==> config.mk <==
export PLATFORM = sky130hd
export DESIGN_NAME = uart_dev
export DESIGN_NICKNAME = d
export VERILOG_FILES = /design/src/design/uart_pkg.sv /design/src/design/uart_fifo.sv /design/src/design/uart_ser.sv /design/src/design/uart_des.sv /design/src/design/uart_dev.sv
export VERILOG_INCLUDE_DIRS = /design/src /design/src/design
export SDC_FILE = /design/constraint.sdc
export NUM_CORES = 1
export LEC_CHECK = 0
export ABC_AREA = 1
export BUFFER_PORTS_ARGS = -buffer_cell sky130_fd_sc_hd__clkbuf_2
export CAP_MARGIN = 20
export CORE_ASPECT_RATIO = 1.75
export CORE_MARGIN = 1
export CORE_UTILIZATION = 58
export CTS_BUF_LIST = sky130_fd_sc_hd__clkbuf_4
export DETAILED_ROUTE_END_ITERATION = 8
export HOLD_SLACK_MARGIN = 0.02
export PLACE_DENSITY = 0.81
export SLEW_MARGIN = 15
export SYNTH_ARGS = -nofsm -noshare
export SYNTH_HDL_FRONTEND = slang
export SYNTH_SLANG_ARGS = --single-unit
export TNS_END_PERCENT = 20
==> constraint.sdc <==
create_clock -name clk -period 3.1 [get_ports clk]
set_input_delay 0.31 -clock clk [delete_from_list [all_inputs] [get_ports clk]]
set_output_delay 0.31 -clock clk [all_outputs]
set_load 0.02 [all_outputs]
==> src/design/uart_params.svh <==
// UART peripheral widths, FIFO depth and bus register map
`ifndef UART_PARAMS_SVH
`define UART_PARAMS_SVH

// widths and depth
`define UART_DAT_W      8   // character bits
`define UART_BDR_W      8   // baud and sample setting bits
`define UART_FIFO_SIZ   16  // entries per FIFO
`define UART_SYS_DAT_W  32  // bus data
`define UART_SYS_ADR_W  4   // bus address

// register addresses, TX channel
`define UART_ADR_TX_DAT 0   // TX data, write only
`define UART_ADR_TX_CNT 1   // TX FIFO load
`define UART_ADR_TX_BDR 2   // TX bit period minus one
`define UART_ADR_TX_IRQ 4   // TX interrupt limit

// register addresses, RX channel
`define UART_ADR_RX_DAT 8   // RX data, read pops
`define UART_ADR_RX_CNT 9   // RX FIFO load
`define UART_ADR_RX_BDR 10  // RX bit period minus one
`define UART_ADR_RX_SMP 11  // RX sample phase
`define UART_ADR_RX_IRQ 12  // RX interrupt limit

`endif

==> src/design/uart_pkg.sv <==
// shared types of the UART peripheral
// character, baud setting and FIFO load
`include "uart_params.svh"

package uart_pkg;

    ////////////////////
    // payload
    ////////////////////

    // one character on the line, LSB sent first
    typedef logic [`UART_DAT_W-1:0] uart_dat_t;

    ////////////////////
    // configuration
    ////////////////////

    // bit period or sample phase, in clock cycles minus one
    typedef logic [`UART_BDR_W-1:0] uart_bdr_t;

    ////////////////////
    // status
    ////////////////////

    // FIFO load, must hold the full depth too
    typedef logic [$clog2(`UART_FIFO_SIZ+1)-1:0] fifo_cnt_t;

endpackage

==> src/design/uart_fifo.sv <==
// byte FIFO, first word fall through
// register array with read/write pointers and load count
`include "uart_params.svh"

module uart_fifo (
    input  logic                clk,
    input  logic                rst,
    // write side
    input  logic                in_vld,
    input  uart_pkg::uart_dat_t in_dat,
    output logic                in_rdy,   // not full
    // read side
    output logic                out_vld,  // not empty
    output uart_pkg::uart_dat_t out_dat,  // head entry
    input  logic                out_rdy,
    // status
    output uart_pkg::fifo_cnt_t cnt
);
    import uart_pkg::*;

    localparam int unsigned SIZ   = `UART_FIFO_SIZ;
    localparam int unsigned ADR_W = $clog2(SIZ);

    uart_dat_t        mem [SIZ];  // storage
    logic [ADR_W-1:0] wr_ptr;     // next free slot
    logic [ADR_W-1:0] rd_ptr;     // head slot
    logic             push;
    logic             pop;

    // handshakes
    assign in_rdy  = (cnt != fifo_cnt_t'(SIZ));
    assign out_vld = (cnt != '0);
    assign out_dat = mem[rd_ptr];  // head visible while not empty

    assign push = in_vld & in_rdy;
    assign pop  = out_vld & out_rdy;

    ////////////////////
    // storage
    ////////////////////

    always_ff @(posedge clk) begin
        if (push) mem[wr_ptr] <= in_dat;
    end

    ////////////////////
    // pointers, count
    ////////////////////

    always_ff @(posedge clk, posedge rst) begin
        if (rst) begin
            wr_ptr <= '0;
            rd_ptr <= '0;
            cnt    <= '0;
        end else begin
            if (push) wr_ptr <= (wr_ptr == ADR_W'(SIZ-1)) ? '0 : wr_ptr + 1'b1;
            if (pop)  rd_ptr <= (rd_ptr == ADR_W'(SIZ-1)) ? '0 : rd_ptr + 1'b1;
            // simultaneous push and pop keeps the load
            case ({push, pop})
                2'b10:   cnt <= cnt + 1'b1;
                2'b01:   cnt <= cnt - 1'b1;
                default: cnt <= cnt;
            endcase
        end
    end

endmodule

==> src/design/uart_ser.sv <==
// UART TX serializer
// 1 start, 8 data LSB first, 1 stop; bit period is cfg_bdr+1 cycles

module uart_ser (
    input  logic                clk,
    input  logic                rst,
    // configuration
    input  uart_pkg::uart_bdr_t cfg_bdr,  // bit period minus one
    // byte stream in
    input  logic                str_vld,
    input  uart_pkg::uart_dat_t str_dat,
    output logic                str_rdy,  // idle
    // serial line
    output logic                txd
);
    import uart_pkg::*;

    localparam int unsigned FRM_W = $bits(uart_dat_t) + 2;  // start + data + stop
    localparam int unsigned CNT_W = $clog2(FRM_W + 1);

    uart_bdr_t        bdr_cnt;  // cycles left in current bit
    logic [CNT_W-1:0] bit_cnt;  // bits left in frame, zero when idle
    logic [FRM_W-1:0] shr;      // frame shift register, bit 0 on the line

    assign str_rdy = (bit_cnt == '0);
    assign txd     = shr[0];  // ones shifted in keep the line high

    ////////////////////
    // frame shifter
    ////////////////////

    always_ff @(posedge clk, posedge rst) begin
        if (rst) begin
            bdr_cnt <= '0;
            bit_cnt <= '0;
            shr     <= '1;  // line idles high
        end else if (str_rdy) begin
            // load a new frame only between frames
            if (str_vld) begin
                shr     <= {1'b1, str_dat, 1'b0};  // stop, data, start
                bit_cnt <= CNT_W'(FRM_W);
                bdr_cnt <= cfg_bdr;
            end
        end else if (bdr_cnt == '0) begin
            // end of bit period, next bit
            shr     <= {1'b1, shr[FRM_W-1:1]};
            bit_cnt <= bit_cnt - 1'b1;
            bdr_cnt <= cfg_bdr;
        end else begin
            bdr_cnt <= bdr_cnt - 1'b1;
        end
    end

endmodule

==> src/design/uart_des.sv <==
// UART RX deserializer
// two-flop synchronizer, start edge detect, programmable sample phase
// start recheck and stop check, one cycle vld per good frame

module uart_des (
    input  logic                clk,
    input  logic                rst,
    // configuration
    input  uart_pkg::uart_bdr_t cfg_bdr,  // bit period minus one
    input  uart_pkg::uart_bdr_t cfg_smp,  // first sample delay minus one
    // byte stream out, no backpressure
    output logic                str_vld,
    output uart_pkg::uart_dat_t str_dat,
    // serial line
    input  logic                rxd
);
    import uart_pkg::*;

    localparam int unsigned DAT_W = $bits(uart_dat_t);
    localparam int unsigned CNT_W = $clog2(DAT_W + 2);
    localparam logic [CNT_W-1:0] STP = CNT_W'(DAT_W + 1);  // stop bit index

    logic             rxd_m, rxd_s, rxd_d;  // sync stages, previous value
    logic             fall;                 // falling edge on synced line
    logic             run;                  // frame in progress
    uart_bdr_t        phs;                  // cycles to next sample
    logic [CNT_W-1:0] bit_cnt;              // 0 start, 1..DAT_W data, STP stop
    logic             smp;                  // sample strobe
    uart_dat_t        shr;                  // data shift register

    ////////////////////
    // synchronizer
    ////////////////////

    always_ff @(posedge clk, posedge rst) begin
        if (rst) begin
            rxd_m <= 1'b1;
            rxd_s <= 1'b1;
            rxd_d <= 1'b1;
        end else begin
            rxd_m <= rxd;
            rxd_s <= rxd_m;
            rxd_d <= rxd_s;
        end
    end

    assign fall = rxd_d & ~rxd_s;
    assign smp  = run & (phs == '0);

    ////////////////////
    // frame control
    ////////////////////

    always_ff @(posedge clk, posedge rst) begin
        if (rst) begin
            run     <= 1'b0;
            phs     <= '0;
            bit_cnt <= '0;
            str_vld <= 1'b0;
            str_dat <= '0;
        end else begin
            str_vld <= 1'b0;  // pulse
            if (!run) begin
                if (fall) begin
                    run     <= 1'b1;
                    phs     <= cfg_smp;
                    bit_cnt <= '0;
                end
            end else if (!smp) begin
                phs <= phs - 1'b1;
            end else begin
                phs     <= cfg_bdr;
                bit_cnt <= bit_cnt + 1'b1;
                if (bit_cnt == '0) begin
                    if (rxd_s) run <= 1'b0;  // start glitch, back to idle
                end else if (bit_cnt == STP) begin
                    run <= 1'b0;
                    // low stop sample drops the frame
                    if (rxd_s) begin
                        str_vld <= 1'b1;
                        str_dat <= shr;
                    end
                end
            end
        end
    end

    // data bits enter at the top, LSB ends at bit 0
    always_ff @(posedge clk) begin
        if (smp && (bit_cnt != '0) && (bit_cnt != STP)) shr <= {rxd_s, shr[DAT_W-1:1]};
    end

endmodule

==> src/design/uart_dev.sv <==
// UART peripheral top level
// register map, bus decode, level interrupts, TX and RX channels
`include "uart_params.svh"

module uart_dev (
    // serial lines
    input  logic                       uart_rxd,
    output logic                       uart_txd,
    // system
    input  logic                       clk,
    input  logic                       rst,
    // bus write
    input  logic                       sys_wen,
    input  logic [`UART_SYS_ADR_W-1:0] sys_wad,
    input  logic [`UART_SYS_DAT_W-1:0] sys_wdt,
    // bus read, rdt combinational from rad
    input  logic                       sys_ren,
    input  logic [`UART_SYS_ADR_W-1:0] sys_rad,
    output logic [`UART_SYS_DAT_W-1:0] sys_rdt,
    // interrupts
    output logic                       irq_tx,  // TX load below limit
    output logic                       irq_rx   // RX load above limit
);
    import uart_pkg::*;

    localparam int unsigned DW = `UART_SYS_DAT_W;
    localparam int unsigned CW = $bits(fifo_cnt_t);

    uart_bdr_t tx_cfg_bdr, rx_cfg_bdr;  // bit periods
    uart_bdr_t rx_cfg_smp;              // RX sample phase
    fifo_cnt_t tx_cfg_irq, rx_cfg_irq;  // interrupt limits
    fifo_cnt_t tx_sts_cnt, rx_sts_cnt;  // FIFO loads

    // bus side streams
    logic      tx_bus_vld, tx_bus_rdy;
    uart_dat_t tx_bus_dat;
    logic      rx_bus_vld, rx_bus_rdy;
    uart_dat_t rx_bus_dat;

    // line side streams
    logic      tx_str_vld, tx_str_rdy;
    uart_dat_t tx_str_dat;
    logic      rx_str_vld, rx_str_rdy;
    uart_dat_t rx_str_dat;

    ////////////////////
    // bus read
    ////////////////////

    always_comb begin
        case (sys_rad)
            `UART_ADR_TX_CNT: sys_rdt = DW'(tx_sts_cnt);
            `UART_ADR_TX_BDR: sys_rdt = DW'(tx_cfg_bdr);
            `UART_ADR_TX_IRQ: sys_rdt = DW'(tx_cfg_irq);
            `UART_ADR_RX_DAT: sys_rdt = rx_bus_vld ? DW'(rx_bus_dat) : '0;  // empty reads zero
            `UART_ADR_RX_CNT: sys_rdt = DW'(rx_sts_cnt);
            `UART_ADR_RX_BDR: sys_rdt = DW'(rx_cfg_bdr);
            `UART_ADR_RX_SMP: sys_rdt = DW'(rx_cfg_smp);
            `UART_ADR_RX_IRQ: sys_rdt = DW'(rx_cfg_irq);
            default:          sys_rdt = '0;  // TX data and holes
        endcase
    end

    assign rx_bus_rdy = sys_ren & (sys_rad == `UART_SYS_ADR_W'(`UART_ADR_RX_DAT));  // pop

    ////////////////////
    // bus write
    ////////////////////

    always_ff @(posedge clk, posedge rst) begin
        if (rst) begin
            tx_cfg_bdr <= '0;
            tx_cfg_irq <= '0;
            rx_cfg_bdr <= '0;
            rx_cfg_smp <= '0;
            rx_cfg_irq <= '0;
        end else if (sys_wen) begin
            case (sys_wad)
                `UART_ADR_TX_BDR: tx_cfg_bdr <= sys_wdt[`UART_BDR_W-1:0];
                `UART_ADR_TX_IRQ: tx_cfg_irq <= sys_wdt[CW-1:0];
                `UART_ADR_RX_BDR: rx_cfg_bdr <= sys_wdt[`UART_BDR_W-1:0];
                `UART_ADR_RX_SMP: rx_cfg_smp <= sys_wdt[`UART_BDR_W-1:0];
                `UART_ADR_RX_IRQ: rx_cfg_irq <= sys_wdt[CW-1:0];
                default: ;  // read only or unmapped
            endcase
        end
    end

    // TX data push, full FIFO drops the byte
    assign tx_bus_vld = sys_wen & (sys_wad == `UART_SYS_ADR_W'(`UART_ADR_TX_DAT)) & tx_bus_rdy;
    assign tx_bus_dat = sys_wdt[`UART_DAT_W-1:0];

    ////////////////////
    // TX channel
    ////////////////////

    uart_fifo tx_fifo (
        .clk     (clk),
        .rst     (rst),
        .in_vld  (tx_bus_vld),
        .in_dat  (tx_bus_dat),
        .in_rdy  (tx_bus_rdy),
        .out_vld (tx_str_vld),
        .out_dat (tx_str_dat),
        .out_rdy (tx_str_rdy),
        .cnt     (tx_sts_cnt)
    );

    uart_ser tx_ser (
        .clk     (clk),
        .rst     (rst),
        .cfg_bdr (tx_cfg_bdr),
        .str_vld (tx_str_vld),
        .str_dat (tx_str_dat),
        .str_rdy (tx_str_rdy),
        .txd     (uart_txd)
    );

    assign irq_tx = (tx_sts_cnt < tx_cfg_irq);

    ////////////////////
    // RX channel
    ////////////////////

    uart_des rx_des (
        .clk     (clk),
        .rst     (rst),
        .cfg_bdr (rx_cfg_bdr),
        .cfg_smp (rx_cfg_smp),
        .str_vld (rx_str_vld),
        .str_dat (rx_str_dat),
        .rxd     (uart_rxd)
    );

    // deserializer cannot stall, byte lost when full
    uart_fifo rx_fifo (
        .clk     (clk),
        .rst     (rst),
        .in_vld  (rx_str_vld & rx_str_rdy),
        .in_dat  (rx_str_dat),
        .in_rdy  (rx_str_rdy),
        .out_vld (rx_bus_vld),
        .out_dat (rx_bus_dat),
        .out_rdy (rx_bus_rdy),
        .cnt     (rx_sts_cnt)
    );

    assign irq_rx = (rx_sts_cnt > rx_cfg_irq);

endmodule

==> out/qor.tcl <==
set qor(yosysUniqueCellTypes) 46
set qor(synth-warning-count) 0
set qor(holdCritPathClass) {in -> reg}
set qor(drt_iter0_markers) 810
set qor(ff2ff_path_depth) 14
set qor(fin_hold_viols) 0
set qor(placeableCoreArea_um2) 28730
set qor(arrival_ns) 2.63
set qor(cts.root.buffer_cell) {clkbuf_4}
set qor(number_of_buffers_inserted_during_clock_tree_synthesis) 81
set qor(tritoncts) {built}
set qor(buffer_ports.inserted) 31
set qor(switching_share_pct) 36.16
set qor(drt-wirelength-per-cell_um) 16.53
set qor(cap_viol_max_count) 0
set qor(netlist_top_cells_area) {edfxtp_1 (47%), dfrtp_1 (14%), nand2_1 (11%)}
set qor(mostFrequentLayoutCell) {nand2_1}
set qor(critical_path_class) {reg -> out}
set qor(vdd_ir_max_mv) 0.6189
set qor(placement.cell_area_um2) 17470
set qor(final.setup.tns_ns) 0
set qor(die_area_um2) 30020
set qor(count_of_buffers_added_by_post_cts_timing_repair_for_setup) 0
set qor(power_leakage_nw) 7.900
set qor(total_number_of_vias) 12234
set qor(min_period_over_period_pct) 94.84
set qor(nets) 1925
set qor(number_of_flops_mapped_to_enable_cells_by_yosys) 264
set qor(gate_count_after_technology_mapping) 1761
set qor(fmax_ghz) 0.3401
set qor(drt-pass1-iter-count) 5
set qor(asyncSetResetFlopFracSynth_pct) 28.65
set qor(final-instance-count-excl-fill) 2294
set qor(period_needed_ns) 2.940
set qor(setup.worst_path.start_class) {flip-flop}
set qor(seq_power_share_pct) 42.0
set qor(final_area_um2) 18700
set qor(detail-route-antenna-nets) 0
set qor(final_max_slew_viol_count) 0
set qor(worst_pin_slew_ns) 1.106
set qor(cts_max_path_buffers) 3
set qor(total_power_w) 0.01471
set qor(cts.sink_count) 370
set qor(drt_drc_violations_left) 0
set qor(vias_per_cell) 5.333
set qor(wl_mm) 37.93
set qor(critical_path.max_fanout) 11
set qor(number_of_setup_violations_in_the_final_report) 0
set qor(ys_seq_elements) 370
set qor(average_cell_area_after_synthesis_um2) 9.652
set qor(synthDominantCellAreaShare_pct) 46.64
set qor(floorplan.rows) 82
set qor(critPathRequiredTime_ns) 2.79
set qor(initial_core_util_pct) 59.17
set qor(timing.max_slew.rel_slack_pct) 26.22
set qor(dieWidth_um) 131.4
set qor(clk-insertion-delay-late_ns) 0.81
set qor(top_flip_flop_cell_by_instance_count_after_synthesis) {edfxtp_1}
set qor(run_status) {complete, no violations}
set qor(grt_start_max_net_pins) 76
set qor(power.net_switching_w) 0.005318
set qor(synthesis.area_um2) 17000
set qor(htree_levels) 3
set qor(power.share.combinational_pct) 30.4
set qor(powerDensity_nw_per_um2) 786.6
set qor(dpl_hpwl_mm) 26.48
set qor(synthToLayoutAreaGrowth_pct) 9.989
set qor(gp_routability_congestion) 0.8996
set qor(unrepaired_setup_endpoints_after_global_routing) {false}
set qor(grt_usage_pct) 26.21
set qor(height_of_the_die_um) 228.5
set qor(most-common-layout-cells) {nand2_1 (486), edfxtp_1 (264), nor2_1 (204)}
set qor(post-place-cells) 2134
set qor(number_of_antenna_violations_at_the_first_check_in_global_routing) 2
set qor(crit_path_end_kind) {output port}
set qor(most_area_hungry_cell_type_in_the_yosys_netlist) {edfxtp_1}
set qor(intPower_w) 0.009388
set qor(floorplan.io_pins) 80
set qor(final_layout_size_suffix_gt1_share_pct) 10.98
set qor(setup.reg_to_reg.worst_slack_ns) 0.47
set qor(synth_seq_area_share_pct) 62.33
set qor(grt_overflow_total) 0
set qor(layout.core_utilization_pct) 65.08
set qor(p_clk_share_pct) 27.5
set qor(min_path_cells) 1
set qor(grt_first_pass_wirelength_mm) 60.75
set qor(fin_worst_skew_ns) 0.07103
set qor(cts.reportedPaths.clkPinSlew_ns) 0.08
set qor(grt_pass1_vias) 12530
cell families (layout without fill, tap and decap cells):
logic type	after synthesis	in the layout	synth area share, %
simple gates	876	876	21.07
flops	370	370	62.33
buf+inv	274	403	6.941
compound gates	186	186	6.080
fa+ha+maj	35	35	2.576
xor+xnor	19	19	0.9790
other cells	1	27	0.02206
worst paths after layout:
path,startpoint,end
max,rx_fifo.rd_ptr[2]$_DFFE_PP0P_,sys_rdt[3]
min,sys_wdt[2],tx_fifo.mem[15][2]$_DFFE_PP_
max reg2reg,tx_fifo.cnt[1]$_DFFE_PP0P_,tx_fifo.cnt[4]$_DFFE_PP0P_
min reg2reg,rx_des.shr[0]$_DFFE_PP_,rx_des.str_dat[0]$_DFFE_PP0P_
max in group asynchronous,rst,rx_des.rxd_s$_DFF_PP1_
min in group asynchronous,rst,rx_des.bit_cnt[2]$_DFFE_PP0P_
cells in the mapped netlist, types with 2 or more instances:
master	number
nand4_1	11
nor3_1	5
nand3b_1	2
clkinv_1	3
inv_1	183
o21bai_1	4
o21ai_1	11
nand3_1	155
dfstp_2	12
o22ai_1	2
xnor2_1	7
buf_6	2
o211ai_1	19
a21boi_0	2
nor4_1	2
xor2_1	12
a22o_1	2
buf_2	32
nand2_2	3
buf_4	25
inv_2	6
ha_1	35
edfxtp_1	264
clkbuf_1	21
nand2_4	2
a21oi_1	10
o21ai_0	126
o31ai_1	3
nor2_1	204
o221ai_1	2
nand2_1	486
dfrtp_1	94
layer usage:
metal / wire length (um) / global-route usage, % / vias to the layer above
li1: - / - / 6002
met1: 12650 / 24.40 / 5675
met2: 21120 / 50.17 / 398
met3: 1720 / 4.458 / 159
met4: 2437 / 19.37 / 0
met5: 0 / 0 / -
flip-flops by register name, indices dropped and copies added (netlist names), 8 cells and up:
| signal | cells |
|---|---|
| tx_fifo.mem | 128 |
| rx_cfg_bdr | 8 |
| rx_cfg_smp | 8 |
| tx_ser.shr | 9 |
| tx_cfg_bdr | 8 |
| tx_ser.bdr_cnt | 8 |
| rx_des.str_dat | 8 |
| rx_fifo.mem | 128 |
| rx_des.shr | 8 |
| rx_des.phs | 8 |
power groups by stage:
stage | Combinational (W) | Clock, W | Sequential (W)
CTS | 0.00446 | 0.00411 | 0.00616
global placement | 0.00425 | 0 | 0.00624
finish | 0.00448 | 0.00405 | 0.00618
floorplan | 0.00341 | 0 | 0.00613
detailed placement | 0.00442 | 0 | 0.00626
global route | 0.00506 | 0.00434 | 0.00623
cell type report:
class,count,area [um2]
Inverter,193,732.0
Clock buffer,108,810.8
Sequential cell,370,10600
Timing Repair Buffer,59,430.4
Tap cell,378,473.0
Antenna cell,3,7.507
Multi-Input combinational cell,1140,5309
Clock inverter,43,335.3
Fill cell,2244,10030
per-stage QoR:
step	hold WS, ns	setup WS [ns]
finish	0.07714	0.1600
detailed placement	0.3812	0.4921
CTS	0.04629	0.07930
global placement	0.3799	0.5658
floorplan	0.3145	0.02097
global route	0.07297	0.003863
critical path, stage by stage (launching register included):
cell and delay (ns):
dfrtp_1 0.43, buf_4 0.20, nor2_1 0.50, nand2_1 0.12, nand2_1 0.08, inv_1 0.11
nand2_1 0.09, nand2_1 0.04, nand2_1 0.08, clkbuf_2 0.19
repair_timing:
action | in CTS | in global routing
pin swaps | 0 | 0
resized for setup | 1 | 5
gates cloned | 0 | 0
hold buffers | 6 | 0
hold endpoints to repair | 93 | 0
setup endpoints to repair | 6 | 7
No activity file was read; power rests on OpenSTA's default activity.
